$ cat src/hdl/cpu_pkg.sv
package cpu_pkg;

    localparam int DATA_W   = 8;
    localparam int ADDR_W   = 16;
    localparam int STAGE_W  = 4;
    localparam int SEL_W    = 5;
    localparam int ALU_OP_W = 5;

    typedef logic [DATA_W-1:0]   data_t;
    typedef logic [ADDR_W-1:0]   addr_t;
    typedef logic [7:0]          opcode_t;
    typedef logic [STAGE_W-1:0]  stage_t;
    typedef logic [SEL_W-1:0]    reg_sel_t;
    typedef logic [ALU_OP_W-1:0] alu_op_t;

    // Control word single-bit signals
    localparam int CW_HLT         = 0;
    localparam int CW_IR_WE       = 1;
    localparam int CW_MAR_WE      = 2;
    localparam int CW_MEM_WE      = 3;
    localparam int CW_MEM_OE      = 4;
    localparam int CW_REG_WE      = 5;
    localparam int CW_REG_OE      = 6;
    localparam int CW_REG_INC     = 7;
    localparam int CW_ALU_OE      = 8;
    localparam int CW_ALU_EXEC    = 9;
    localparam int CW_ACC_WE      = 10;
    localparam int CW_TMP_WE      = 11;
    localparam int CW_ACT_STORE   = 12;
    localparam int CW_ACT_RESTORE = 13;
    localparam int CW_DISPLAY     = 14;

    // Field bases, each field SEL_W or ALU_OP_W bits wide
    localparam int CW_RD_SEL = 15;
    localparam int CW_WR_SEL = CW_RD_SEL + SEL_W;
    localparam int CW_ALU_OP = CW_WR_SEL + SEL_W;
    localparam int CW_W      = CW_ALU_OP + ALU_OP_W;

    typedef logic [CW_W-1:0] ctrl_word_t;

    // Register select, bit 4 marks a pair and bit 3 the program counter
    localparam int SEL_PAIR = 4;
    localparam int SEL_PC   = 3;

    localparam reg_sel_t REG_B  = 5'b00000;
    localparam reg_sel_t REG_C  = 5'b00001;
    localparam reg_sel_t REG_D  = 5'b00010;
    localparam reg_sel_t REG_E  = 5'b00011;
    localparam reg_sel_t REG_H  = 5'b00100;
    localparam reg_sel_t REG_L  = 5'b00101;
    localparam reg_sel_t REG_W  = 5'b00110;
    localparam reg_sel_t REG_Z  = 5'b00111;
    localparam reg_sel_t REG_PC = 5'b11000;
    localparam reg_sel_t REG_HL = 5'b10100;
    localparam reg_sel_t REG_WZ = 5'b10110;

    // ALU operations, low three bits follow opcode bits 5..3
    localparam alu_op_t ALU_ADD = 5'b00000;
    localparam alu_op_t ALU_ADC = 5'b00001;
    localparam alu_op_t ALU_SUB = 5'b00010;
    localparam alu_op_t ALU_SBB = 5'b00011;
    localparam alu_op_t ALU_ANA = 5'b00100;
    localparam alu_op_t ALU_XRA = 5'b00101;
    localparam alu_op_t ALU_ORA = 5'b00110;
    localparam alu_op_t ALU_CMP = 5'b00111;
    localparam alu_op_t ALU_INR = 5'b10000;
    localparam alu_op_t ALU_DCR = 5'b10001;

    typedef enum logic {
        SEQ_RUN,
        SEQ_HALT
    } seq_state_t;

endpackage

$ cat src/hdl/micro_sequencer.sv
`timescale 1ns/1ps

module micro_sequencer (
    input  logic                clk,
    input  logic                rst_n,
    input  cpu_pkg::addr_t      bus,
    input  logic                mem_ready,
    output cpu_pkg::ctrl_word_t ctrl,
    output logic                halted
);
    import cpu_pkg::*;

    opcode_t    ir;
    stage_t     stage;
    seq_state_t state;
    ctrl_word_t cw;
    logic       last;
    logic       hold;
    logic       step;

    function automatic ctrl_word_t bit_at(int pos);
        return ctrl_word_t'(1) << pos;
    endfunction

    function automatic ctrl_word_t sel_read(reg_sel_t sel);
        ctrl_word_t c;
        c = bit_at(CW_REG_OE);
        c[CW_RD_SEL +: SEL_W] = sel;
        return c;
    endfunction

    // Write select together with the enable that acts on it (load or increment)
    function automatic ctrl_word_t sel_write(reg_sel_t sel, int en);
        ctrl_word_t c;
        c = bit_at(en);
        c[CW_WR_SEL +: SEL_W] = sel;
        return c;
    endfunction

    function automatic ctrl_word_t alu_exec(alu_op_t op);
        ctrl_word_t c;
        c = bit_at(CW_ALU_EXEC);
        c[CW_ALU_OP +: ALU_OP_W] = op;
        return c;
    endfunction

    // Operand 7 is the accumulator, which lives in the ALU
    function automatic ctrl_word_t src(logic [2:0] r);
        return (r == 3'd7) ? bit_at(CW_ALU_OE) : sel_read({2'b00, r});
    endfunction

    function automatic ctrl_word_t dst(logic [2:0] r);
        return (r == 3'd7) ? bit_at(CW_ACC_WE) : sel_write({2'b00, r}, CW_REG_WE);
    endfunction

    // MAR takes the old PC while PC steps past the operand byte
    function automatic ctrl_word_t operand_addr();
        return sel_read(REG_PC) | bit_at(CW_MAR_WE) | sel_write(REG_PC, CW_REG_INC);
    endfunction

    always_comb
    begin
        cw = '0;
        last = 1'b0;
        case (stage)
            4'd0: cw = sel_read(REG_PC) | bit_at(CW_MAR_WE);
            4'd1: cw = bit_at(CW_MEM_OE) | bit_at(CW_IR_WE);
            4'd2: cw = sel_write(REG_PC, CW_REG_INC);
            default:
            begin
                casez (ir)
                    8'o166:
                    begin
                        cw = bit_at(CW_HLT);
                        last = 1'b1;
                    end
                    // OUT a8, port byte is skipped
                    8'o323:
                    begin
                        cw = bit_at(CW_DISPLAY) | sel_write(REG_PC, CW_REG_INC);
                        last = 1'b1;
                    end
                    // MOV M,r
                    8'o16?:
                    begin
                        if (stage == 4'd3)
                            cw = sel_read(REG_HL) | bit_at(CW_MAR_WE);
                        else
                        begin
                            cw = src(ir[2:0]) | bit_at(CW_MEM_WE);
                            last = 1'b1;
                        end
                    end
                    // MOV r,M
                    8'o1?6:
                    begin
                        if (stage == 4'd3)
                            cw = sel_read(REG_HL) | bit_at(CW_MAR_WE);
                        else
                        begin
                            cw = bit_at(CW_MEM_OE) | dst(ir[5:3]);
                            last = 1'b1;
                        end
                    end
                    8'o1??:
                    begin
                        cw = src(ir[2:0]) | dst(ir[5:3]);
                        last = 1'b1;
                    end
                    // MVI r,d8
                    8'o0?6:
                    begin
                        if (stage == 4'd3)
                            cw = operand_addr();
                        else
                        begin
                            cw = bit_at(CW_MEM_OE) | dst(ir[5:3]);
                            last = 1'b1;
                        end
                    end
                    // INR / DCR, bit 0 picks DCR
                    8'o0?4, 8'o0?5:
                    begin
                        if (ir[5:3] == 3'd7)
                        begin
                            cw = alu_exec({4'b1000, ir[0]});
                            last = 1'b1;
                        end
                        else
                        begin
                            case (stage)
                                4'd3: cw = sel_read({2'b00, ir[5:3]}) | bit_at(CW_ACT_STORE)
                                           | bit_at(CW_ACC_WE);
                                4'd4: cw = alu_exec({4'b1000, ir[0]});
                                default:
                                begin
                                    cw = bit_at(CW_ALU_OE) | bit_at(CW_ACT_RESTORE)
                                         | dst(ir[5:3]);
                                    last = 1'b1;
                                end
                            endcase
                        end
                    end
                    // ALU group on a register
                    8'o2??:
                    begin
                        if (stage == 4'd3)
                            cw = src(ir[2:0]) | bit_at(CW_TMP_WE);
                        else
                        begin
                            cw = alu_exec({2'b00, ir[5:3]});
                            last = 1'b1;
                        end
                    end
                    // ADI .. CPI
                    8'o3?6:
                    begin
                        case (stage)
                            4'd3: cw = operand_addr();
                            4'd4: cw = bit_at(CW_MEM_OE) | bit_at(CW_TMP_WE);
                            default:
                            begin
                                cw = alu_exec({2'b00, ir[5:3]});
                                last = 1'b1;
                            end
                        endcase
                    end
                    // JMP, STA and LDA all gather the address in WZ first
                    8'o303, 8'o062, 8'o072:
                    begin
                        case (stage)
                            4'd3, 4'd5: cw = operand_addr();
                            4'd4: cw = bit_at(CW_MEM_OE) | sel_write(REG_Z, CW_REG_WE);
                            4'd6: cw = bit_at(CW_MEM_OE) | sel_write(REG_W, CW_REG_WE);
                            4'd7:
                            begin
                                if (ir == 8'o303)
                                begin
                                    cw = sel_read(REG_WZ) | sel_write(REG_PC, CW_REG_WE);
                                    last = 1'b1;
                                end
                                else
                                    cw = sel_read(REG_WZ) | bit_at(CW_MAR_WE);
                            end
                            default:
                            begin
                                // LDA has bit 3 set
                                if (ir[3])
                                    cw = bit_at(CW_MEM_OE) | bit_at(CW_ACC_WE);
                                else
                                    cw = bit_at(CW_ALU_OE) | bit_at(CW_MEM_WE);
                                last = 1'b1;
                            end
                        endcase
                    end
                    // NOP and anything unsupported
                    default: last = 1'b1;
                endcase
            end
        endcase
    end

    assign hold = (cw[CW_MEM_OE] | cw[CW_MEM_WE]) & ~mem_ready;
    assign step = (state == SEQ_RUN) & ~hold;
    assign halted = (state == SEQ_HALT);

    always_comb
    begin
        ctrl = cw;
        if (state == SEQ_HALT)
            ctrl = '0;
        else if (hold)
        begin
            // Waiting on ack keeps only the bus source and the memory request
            ctrl = '0;
            ctrl[CW_MEM_OE] = cw[CW_MEM_OE];
            ctrl[CW_MEM_WE] = cw[CW_MEM_WE];
            ctrl[CW_REG_OE] = cw[CW_REG_OE];
            ctrl[CW_ALU_OE] = cw[CW_ALU_OE];
            ctrl[CW_RD_SEL +: SEL_W] = cw[CW_RD_SEL +: SEL_W];
        end
    end

    always_ff @(posedge clk or negedge rst_n)
    begin
        if (!rst_n)
        begin
            ir <= '0;
            stage <= '0;
            state <= SEQ_RUN;
        end
        else
        begin
            if (ctrl[CW_IR_WE] && mem_ready)
                ir <= bus[DATA_W-1:0];
            if (step)
            begin
                stage <= last ? stage_t'(0) : stage + stage_t'(1);
                if (cw[CW_HLT])
                    state <= SEQ_HALT;
            end
        end
    end

endmodule

$ cat src/hdl/reg_file.sv
`timescale 1ns/1ps

module reg_file #(
    parameter cpu_pkg::addr_t RESET_PC = '0
) (
    input  logic                clk,
    input  logic                rst_n,
    input  cpu_pkg::ctrl_word_t ctrl,
    input  cpu_pkg::addr_t      bus,
    output cpu_pkg::addr_t      rd_data
);
    import cpu_pkg::*;

    // B C D E H L W Z, pairs are an even index followed by the odd one
    data_t    regs [8];
    addr_t    pc;
    reg_sel_t rd_sel;
    reg_sel_t wr_sel;
    logic [2:0] wr_hi;
    logic [2:0] wr_lo;
    addr_t    pair_inc;

    assign rd_sel = ctrl[CW_RD_SEL +: SEL_W];
    assign wr_sel = ctrl[CW_WR_SEL +: SEL_W];
    assign wr_hi = {wr_sel[2:1], 1'b0};
    assign wr_lo = {wr_sel[2:1], 1'b1};
    assign pair_inc = {regs[wr_hi], regs[wr_lo]} + addr_t'(1);

    always_comb
    begin
        if (rd_sel[SEL_PC])
            rd_data = pc;
        else if (rd_sel[SEL_PAIR])
            rd_data = {regs[{rd_sel[2:1], 1'b0}], regs[{rd_sel[2:1], 1'b1}]};
        else
            rd_data = {{(ADDR_W - DATA_W){1'b0}}, regs[rd_sel[2:0]]};
    end

    always_ff @(posedge clk)
    begin
        if (!wr_sel[SEL_PC])
        begin
            if (ctrl[CW_REG_INC])
                {regs[wr_hi], regs[wr_lo]} <= pair_inc;
            else if (ctrl[CW_REG_WE] && wr_sel[SEL_PAIR])
                {regs[wr_hi], regs[wr_lo]} <= bus;
            else if (ctrl[CW_REG_WE])
                regs[wr_sel[2:0]] <= bus[DATA_W-1:0];
        end
    end

    always_ff @(posedge clk or negedge rst_n)
    begin
        if (!rst_n)
            pc <= RESET_PC;
        else if (wr_sel[SEL_PC])
        begin
            if (ctrl[CW_REG_INC])
                pc <= pc + addr_t'(1);
            else if (ctrl[CW_REG_WE])
                pc <= bus;
        end
    end

endmodule

$ cat src/hdl/alu.sv
`timescale 1ns/1ps

module alu (
    input  logic                clk,
    input  logic                rst_n,
    input  cpu_pkg::ctrl_word_t ctrl,
    input  cpu_pkg::addr_t      bus,
    output cpu_pkg::data_t      acc,
    output cpu_pkg::data_t      result
);
    import cpu_pkg::*;

    alu_op_t         op;
    data_t           tmp;
    data_t           shadow;
    logic [DATA_W:0] wide;
    logic            carry_next;
    logic            flag_c;

    assign op = ctrl[CW_ALU_OP +: ALU_OP_W];

    always_comb
    begin
        case (op)
            ALU_ADD: wide = {1'b0, acc} + {1'b0, tmp};
            ALU_ADC: wide = {1'b0, acc} + {1'b0, tmp} + {{DATA_W{1'b0}}, flag_c};
            ALU_SUB, ALU_CMP: wide = {1'b0, acc} - {1'b0, tmp};
            ALU_SBB: wide = {1'b0, acc} - {1'b0, tmp} - {{DATA_W{1'b0}}, flag_c};
            ALU_ANA: wide = {1'b0, acc & tmp};
            ALU_XRA: wide = {1'b0, acc ^ tmp};
            ALU_ORA: wide = {1'b0, acc | tmp};
            ALU_INR: wide = {1'b0, acc + data_t'(1)};
            ALU_DCR: wide = {1'b0, acc - data_t'(1)};
            default: wide = {1'b0, acc};
        endcase
        // Bit 8 is carry or borrow, and it is zero for the logic ops
        carry_next = op[4] ? flag_c : wide[DATA_W];
    end

    always_ff @(posedge clk or negedge rst_n)
    begin
        if (!rst_n)
        begin
            acc <= '0;
            flag_c <= 1'b0;
        end
        else if (ctrl[CW_ALU_EXEC])
        begin
            if (op != ALU_CMP)
                acc <= wide[DATA_W-1:0];
            flag_c <= carry_next;
        end
        else if (ctrl[CW_ACT_RESTORE])
            acc <= shadow;
        else if (ctrl[CW_ACC_WE])
            acc <= bus[DATA_W-1:0];
    end

    always_ff @(posedge clk)
    begin
        if (ctrl[CW_TMP_WE])
            tmp <= bus[DATA_W-1:0];
        // Old A is parked here while INR/DCR borrows the accumulator
        if (ctrl[CW_ACT_STORE])
            shadow <= acc;
        if (ctrl[CW_ALU_EXEC])
            result <= wide[DATA_W-1:0];
    end

endmodule

$ cat src/hdl/bus_unit.sv
`timescale 1ns/1ps

module bus_unit (
    input  logic                clk,
    input  logic                rst_n,
    input  cpu_pkg::ctrl_word_t ctrl,
    input  cpu_pkg::addr_t      rd_data,
    input  cpu_pkg::data_t      acc,
    input  cpu_pkg::data_t      result,
    output cpu_pkg::addr_t      bus,
    output logic                mem_ready,
    output cpu_pkg::addr_t      wb_adr,
    output cpu_pkg::data_t      wb_dat_w,
    input  cpu_pkg::data_t      wb_dat_r,
    output logic                wb_we,
    output logic                wb_cyc,
    output logic                wb_stb,
    input  logic                wb_ack,
    output cpu_pkg::data_t      out_data,
    output logic                out_valid
);
    import cpu_pkg::*;

    localparam int PAD_W = ADDR_W - DATA_W;

    addr_t mar;
    data_t rd_capture;
    data_t alu_byte;
    logic  start;
    logic  done;

    // One cycle per memory stage, not reopened in the stage's closing cycle
    assign start = (ctrl[CW_MEM_OE] | ctrl[CW_MEM_WE]) & ~wb_cyc & ~done;
    assign mem_ready = done;
    assign wb_adr = mar;

    // New result only while INR/DCR hands back A, else the accumulator
    assign alu_byte = ctrl[CW_ACT_RESTORE] ? result : acc;

    assign bus = ({ADDR_W{ctrl[CW_REG_OE]}} & rd_data)
               | ({ADDR_W{ctrl[CW_ALU_OE]}} & {{PAD_W{1'b0}}, alu_byte})
               | ({ADDR_W{ctrl[CW_MEM_OE]}} & {{PAD_W{1'b0}}, rd_capture});

    always_ff @(posedge clk or negedge rst_n)
    begin
        if (!rst_n)
        begin
            wb_cyc <= 1'b0;
            wb_stb <= 1'b0;
            wb_we <= 1'b0;
            done <= 1'b0;
            out_valid <= 1'b0;
        end
        else
        begin
            done <= wb_cyc & wb_ack;
            if (wb_cyc && wb_ack)
            begin
                wb_cyc <= 1'b0;
                wb_stb <= 1'b0;
                wb_we <= 1'b0;
            end
            else if (start)
            begin
                wb_cyc <= 1'b1;
                wb_stb <= 1'b1;
                wb_we <= ctrl[CW_MEM_WE];
            end
            out_valid <= ctrl[CW_DISPLAY];
        end
    end

    always_ff @(posedge clk)
    begin
        if (ctrl[CW_MAR_WE])
            mar <= bus;
        if (start)
            wb_dat_w <= bus[DATA_W-1:0];
        if (wb_cyc && wb_ack)
            rd_capture <= wb_dat_r;
        if (ctrl[CW_DISPLAY])
            out_data <= acc;
    end

endmodule

$ cat src/hdl/cpu_top.sv
`timescale 1ns/1ps

module cpu_top #(
    parameter cpu_pkg::addr_t RESET_PC = '0
) (
    input  logic           clk,
    input  logic           rst_n,
    output cpu_pkg::addr_t wb_adr,
    output cpu_pkg::data_t wb_dat_w,
    input  cpu_pkg::data_t wb_dat_r,
    output logic           wb_we,
    output logic           wb_cyc,
    output logic           wb_stb,
    input  logic           wb_ack,
    output cpu_pkg::data_t out_data,
    output logic           out_valid,
    output logic           halted
);
    import cpu_pkg::*;

    ctrl_word_t ctrl;
    addr_t      bus;
    addr_t      rd_data;
    data_t      acc;
    data_t      result;
    logic       mem_ready;

    micro_sequencer u_seq (
        .clk       (clk),
        .rst_n     (rst_n),
        .bus       (bus),
        .mem_ready (mem_ready),
        .ctrl      (ctrl),
        .halted    (halted)
    );

    reg_file #(
        .RESET_PC (RESET_PC)
    ) u_regs (
        .clk     (clk),
        .rst_n   (rst_n),
        .ctrl    (ctrl),
        .bus     (bus),
        .rd_data (rd_data)
    );

    alu u_alu (
        .clk    (clk),
        .rst_n  (rst_n),
        .ctrl   (ctrl),
        .bus    (bus),
        .acc    (acc),
        .result (result)
    );

    bus_unit u_bus (
        .clk       (clk),
        .rst_n     (rst_n),
        .ctrl      (ctrl),
        .rd_data   (rd_data),
        .acc       (acc),
        .result    (result),
        .bus       (bus),
        .mem_ready (mem_ready),
        .wb_adr    (wb_adr),
        .wb_dat_w  (wb_dat_w),
        .wb_dat_r  (wb_dat_r),
        .wb_we     (wb_we),
        .wb_cyc    (wb_cyc),
        .wb_stb    (wb_stb),
        .wb_ack    (wb_ack),
        .out_data  (out_data),
        .out_valid (out_valid)
    );

endmodule

$ cat config.mk
export PLATFORM = sky130hd
export DESIGN_NAME = cpu_top
export DESIGN_NICKNAME = d
export VERILOG_FILES = /design/src/hdl/cpu_pkg.sv /design/src/hdl/micro_sequencer.sv /design/src/hdl/reg_file.sv /design/src/hdl/alu.sv /design/src/hdl/bus_unit.sv /design/src/hdl/cpu_top.sv
export SDC_FILE = /design/constraint.sdc
export NUM_CORES = 1
export LEC_CHECK = 0
export CAP_MARGIN = 20
export CORE_AREA = 2 2 137 139
export CTS_CLUSTER_DIAMETER = 60
export DETAILED_ROUTE_END_ITERATION = 8
export DIE_AREA = 0 0 139 141
export DONT_BUFFER_PORTS = 1
export GPL_ROUTABILITY_DRIVEN = 0
export PLACE_DENSITY_LB_ADDON = 0.25
export SLEW_MARGIN = 5
export SYNTH_ARGS = -nofsm -noshare
export SYNTH_HDL_FRONTEND = slang
export SYNTH_SLANG_ARGS = --single-unit
$ cat constraint.sdc
create_clock -name clk -period 6.1 [get_ports clk]
set_clock_uncertainty 0.15 [all_clocks]
set_input_delay 0.305 -clock clk [delete_from_list [all_inputs] [get_ports clk]]
set_output_delay 0.305 -clock clk [all_outputs]
set_load 0.02 [all_outputs]
# Word-level counts from Yosys, hierarchy flattened
# Cells that the tools add are included.
# Widths: inputs -> output; s select.
# totals
out_inout_bits	37
regBits	170
input_bits	11
wordCells	203
# classes
n_eq_ne	33
muxes	73
n_lt_le_gt_ge	9
addsub	9
n_reduce_logical	26
n_bitwise	28
# ops
op	n
$bwmux 64	5
$mux 30	9
$mux 64	3
$pmux 30 s6	1
$mux 8	18
$bmux 8 s3	5
$pmux 30 s2	2
$pmux 30 s4	1
$pmux 30 s3	1
$pmux 9 s9	1
$demux 8 s3	3
$mux 16	4
$pmux 28 s2	1
$eq 5x3->1 const B	7
$add 16x1->16 const B	2
$and 16x8->16	2
$or 16x16->16	2
$or 30x30->30	1
$mux 25	1
$ge 4x4->1 const B	6
$not 3->4	6
$mux 23	1
$mux 18	1
$and 16x16->16	1
other kinds (43)	94

# Logic depth before layout (Yosys ltp)
# depth
word_depth	25
mapped_depth	19

# By module
# From an unflattened synthesis, not the netlist that was laid out.
# unflattened
cells_unflattened	1223
hier_area_um2	12226.7
# modules_own_cells
mod	seq_area_each_um2	n_inst	area_per_inst_um2	cells_each
reg_file	2322.2	1	5175.0	478
alu	945.9	1	3617.2	412
micro_sequencer	325.3	1	1767.9	242
bus_unit	1301.2	1	1666.6	91

# Least setup slack after synthesis
# Ideal clock, no wire load.
# synth_path
path_type	reg-to-reg
start	register u_seq.stage[0]
end	register u_alu.acc[7]
path_slack_ps	1617
t_arrival_ps	4207
period_less_slack_ps	4483
path_stages_with_launch	20
setup_ps	126
cell_sequence	dfrtp_1 inv_1 ha_1 and3b_1 o21ai_0 nand3_1 o21ai_1 nand4_1 nor2_1 ha_1 a21o_1 a21oi_1 o21bai_1 a21oi_1 o21ai_0 xnor2_1 a22o_1 a21oi_1 nand4_1 a221o_1
# synth_via
elab_cells_between_ends	62
cone_classes	18 x eq/ne; 29 x mux; 9 x bitwise; 6 x reduce/logical
# synth_rtl
item	line_no	source
start: declaration	micro_sequencer.sv:14	stage_t stage;
start signal: assignment	micro_sequencer.sv:238	stage <= last ? stage_t'(0) : stage + stage_t'(1);
$eq 4x3->1 or $eq 4x2->1 (tied branches)	--	
$reduce_or 2->1	--	
$pmux 30 s4	micro_sequencer.sv:171	case (stage)
$pmux 30 s6	micro_sequencer.sv:71	casez (ir)
$mux 30 (2 in a row)	micro_sequencer.sv:71	
$pmux 30 s2	micro_sequencer.sv:71	
$pmux 30 s3 *	micro_sequencer.sv:65	case (stage)
$or 1x1->1	micro_sequencer.sv:203	assign hold = (cw[CW_MEM_OE] | cw[CW_MEM_WE]) & ~mem_ready;
$and 1x1->1	micro_sequencer.sv:203	
$mux 30 *	micro_sequencer.sv:212	else if (hold)
$mux 30 *	micro_sequencer.sv:210	if (state == SEQ_HALT)
$eq 5x2->1 or $eq 5x3->1 (tied branches)	alu.sv:24	case (op)
$reduce_or 2->1	alu.sv:24	
$pmux 9 s9 *	alu.sv:24	
net u_alu.wide[7]	alu.sv:16	logic [DATA_W:0] wide;
$mux 8 *	alu.sv:49	if (op != ALU_CMP)
$mux 8 *	alu.sv:47	else if (ctrl[CW_ALU_EXEC])
end signal: assignment	alu.sv:50	acc <= wide[DATA_W-1:0];
end signal: assignment	alu.sv:54	acc <= shadow;
end signal: assignment	alu.sv:56	acc <= bus[DATA_W-1:0];
end: declaration	alu.sv:8	output cpu_pkg::data_t acc,
# Mark *: on every way through the listed nets, which the timed path passes. The rest lies on a longest branch. The select of a mux whose other input is x is not followed.
# A chain may end at the register's enable or synchronous reset.

# Final worst setup path
# layout_path
start	register u_seq.ir[7]
end	register u_alu.acc[7]
# layout_via
elab_cells_between_ends	60
cone_classes	24 x eq/ne; 21 x mux; 9 x bitwise; 6 x reduce/logical
# layout_rtl
item	line_no	source
start: declaration	micro_sequencer.sv:13	opcode_t ir;
start signal: assignment	micro_sequencer.sv:235	ir <= bus[DATA_W-1:0];
$eq 8x6->1, or another cell as far along	micro_sequencer.sv:71	
$reduce_or 3->1 or $reduce_or 2->1 (tied branches)	micro_sequencer.sv:71	
$pmux 30 s6	micro_sequencer.sv:71	
$mux 30 (2 in a row)	micro_sequencer.sv:71	
$pmux 30 s2 *	micro_sequencer.sv:71	
$pmux 30 s3 *	micro_sequencer.sv:65	
$or 1x1->1	micro_sequencer.sv:203	
$and 1x1->1	micro_sequencer.sv:203	
$mux 30 *	micro_sequencer.sv:212	
$mux 30 *	micro_sequencer.sv:210	
$eq 5x2->1 or $eq 5x3->1 (tied branches)	alu.sv:24	
$reduce_or 2->1	alu.sv:24	
$pmux 9 s9 *	alu.sv:24	
net u_alu.wide[7]	alu.sv:16	
$mux 8 *	alu.sv:49	
$mux 8 *	alu.sv:47	
# Marks and branches as above.

==> summary.txt <==
CP Class = flop to flop
via count = 10730
Slew Limit Fails = 0
clock sinks = 170
setup TNS = 0 ps
Post-Syn Instances = 1220
commonest cells after routing, fill and taps aside = 151 x nor2_1, 128 x edfxtp_1, 102 x nand2_1
antenna violations before repair = 1
post-route cell area = 12570 um^2
post-synth top area share = 33.06%
CP peak stage delay = 730 ps
Worst R2R Path Depth = 17
worst min path class = input port to flop
power per cell area = 557.3 nW/um^2
max_cap viols = 0
launching point of the worst reg2reg path = u_seq.ir[7]
Crit path max-delay family = compound AO/OA/AOI/OAI gates
total iterations of the first detailed-routing run = 9
post-synth top area cell = edfxtp_1
register area share after synthesis = 42.10%
Critical path buffers and inverters = 0
CP Data Required Time = 6280 ps
Initial Util = 63.64%
Clock transition at path regs = 80 ps
Resized cells post-CTS = 0
WL per Instance = 25.61 um
hpwl dp = 26.81 mm
global route overflow = 0
fmax = 189.0 MHz
H-tree lvl count = 4
die height = 141 um
DRT Wirelength = 37.42 mm
post-synthesis async set-or-reset flop share = 24.71%
CTS tree = built
area post-placement = 11830 um^2
RSZ-0062 raised after global routing = no
number of global-route vias before repair = 10070
io pins = 48
FF+latch count, synth = 170
Critical Path Sink = u_alu.acc[7]
Worst-Margin Slew = 1156 ps
initial drt markers = 1738
Layout Nets = 1267
Via density = 7.347
Core ar. = 18270 um^2
layout cells sized above 1 = 8.401%
Yosys Warn Count = 0
Port-buffer cells = 0
most used cell, CP = a21oi_1
pin count of the biggest net entering global routing = 43
Final ANT Viol Nets = 0
crit path DAT = 5470 ps
Longest Clk Path Bufs = 2
Avg Synthesized Cell Area = 9.530 um^2
Peak VDD IR = 0.3648 mV
final worst-path cycle share = 86.73%
stages on the worst setup path = 17
clock root buffer = clkbuf_16
number of flops mapped to enable cells by yosys = 128
Reg-to-Reg End = u_alu.acc[7]
failing checks = DRC
Leak Pwr = 0.004780 uW
CP startpoint kind = flop
Cell Area, Synth = 11630 um^2
commonest non-fill, non-tap cell in the layout = nor2_1
status = complete, but fails checks
DIE AREA = 19600 um^2
crit path max fanout = 19
critical path startpoint = u_seq.ir[7]
crit path cell chain = or4b_1, a21oi_1, nand2_1, o21ai_1, nand4_1, nor2_1, ha_1, a21o_1, a21oi_1, o21bai_1, a21oi_1, o21ai_0, xnor2_1, a22o_1, a21oi_1, nand4_1, a221o_1
post-synth cell types = 101
crit path capture type = flop
Clk Latency, worst-skew pair = 450 ps
Area growth, synth to finish = 8.104%
Critical-path top delay cell = or4b_1
Total GRT Usage = 38.02%
DRC violations left = 1
clock period minus worst slack = 5291 ps
Slew Limit Headroom = 22.31%
Most used DFF post-synth = edfxtp_1
Hold Vio Cnt, Final = 0
Die W = 139 um
TritonCTS buffer count = 17
Post-Syn Nets = 1274
FF-to-FF setup slack = 810 ps
final setup fails = 0
FP Rows = 50
first-pass GRT wire length = 57.86 mm
most area-consuming cells after synthesis = edfxtp_1 33%, dfrtp_1 9.0%, nor2_1 4.9%, ha_1 4.3%, mux2i_1 3.7%
-- registers in the layout, indices dropped and copies added, names as in the netlist, 4 cells and up --
register          count
u_seq.stage           4
u_regs.pc            16
u_alu.result          8
u_alu.tmp             8
u_alu.acc             8
u_alu.shadow          8
u_seq.ir              8
u_bus.wb_adr         16
u_bus.out_data        8
u_regs.regs          64
u_bus.wb_dat_w        8
u_bus.rd_capture      8
-- worst min path at each step --
stage	end	depth (start not counted)	startpoint
after detailed placement	u_bus.wb_cyc	0	rst_n
after floorplan	u_alu.acc[0]	0	rst_n
after CTS	u_bus.mem_ready	1	wb_ack
after global routing	u_bus.mem_ready	1	wb_ack
after global placement	u_bus.wb_cyc	0	rst_n
final	u_bus.mem_ready	1	wb_ack
-- layout make-up --
cell class / instances / area [um^2]
antenna: 1 / 2.502
clock buffer: 18 / 439.2
clock inverter: 14 / 173.9
fill: 1399 / 5699
inverter: 50 / 187.7
multi-input combinational: 937 / 6255
sequential: 170 / 4895
tap: 234 / 292.8
timing repair buffer: 37 / 322.8
-- routing by layer --
| layer | up-vias | GRT usage (%) | part of all wire (%) |
|---|---|---|---|
| met1 | 4973 | 47.86 | 36 |
| li1 | 4597 | - | - |
| met4 | 0 | 23.92 | 7.1 |
| met3 | 253 | 9.103 | 12 |
| met2 | 911 | 59.50 | 45 |
| met5 | - | 0 | 0 |
-- per-stage QoR --
step	hold slack, ps	std cells	setup slack (ps)	utilization [%]	total power [uW]
floorplan	-140.6	1220	1617	-	4521
global placement	-138.9	1417	1140	64.73	5604
detailed placement	-138.9	1417	945.2	64.73	5665
CTS	152.7	1460	917.5	68.79	6817
global route	149.8	1461	477.4	68.80	7272
finish	159.7	1461	809.2	68.80	7004
-- kinds of logic after synthesis --
family | synth area share (%)
mux | 4.574
compound gates | 21.89
simple gates | 18.88
fa+ha+maj | 4.821
buf+inv | 4.122
xor+xnor | 3.616
flops | 42.10
-- cells in the mapped netlist (7+ instances only) --
| cell type | count |
|---|---|
| o22ai_1 | 17 |
| nor2_1 | 152 |
| a221oi_1 | 13 |
| and3_1 | 13 |
| nand2b_1 | 9 |
| mux2i_1 | 43 |
| o31a_1 | 9 |
| a221o_1 | 9 |
| a22oi_1 | 19 |
| a211oi_1 | 22 |
| nand2_1 | 102 |
| o21bai_1 | 11 |
| nand3_1 | 40 |
| a31oi_1 | 9 |
| and2_1 | 10 |
| buf_2 | 17 |
| a21oi_1 | 85 |
| o21ai_0 | 44 |
| nand4_1 | 10 |
| nor2b_1 | 13 |
| ha_1 | 40 |
| edfxtp_1 | 128 |
| xor2_1 | 14 |
| inv_1 | 46 |
| clkbuf_1 | 35 |
| a21o_1 | 16 |
| or3_1 | 7 |
| dfrtp_1 | 42 |
| nor3_1 | 28 |
| nor4_1 | 14 |
| xnor2_1 | 34 |
-- report_power, final --
part	internal [uW]	total (uW)	switching [uW]
Sequential	1690	2110	420
Combinational	1210	3750	2540
Clock	599	1140	538
-- what timing repair did --
item / CTS / global route
setup endpoints to repair: 0 / 0
hold buffers: 11 / 0
hold endpoints to repair: 51 / 0
setup buffers: 0 / 0
(Power assumes the default switching activity.)
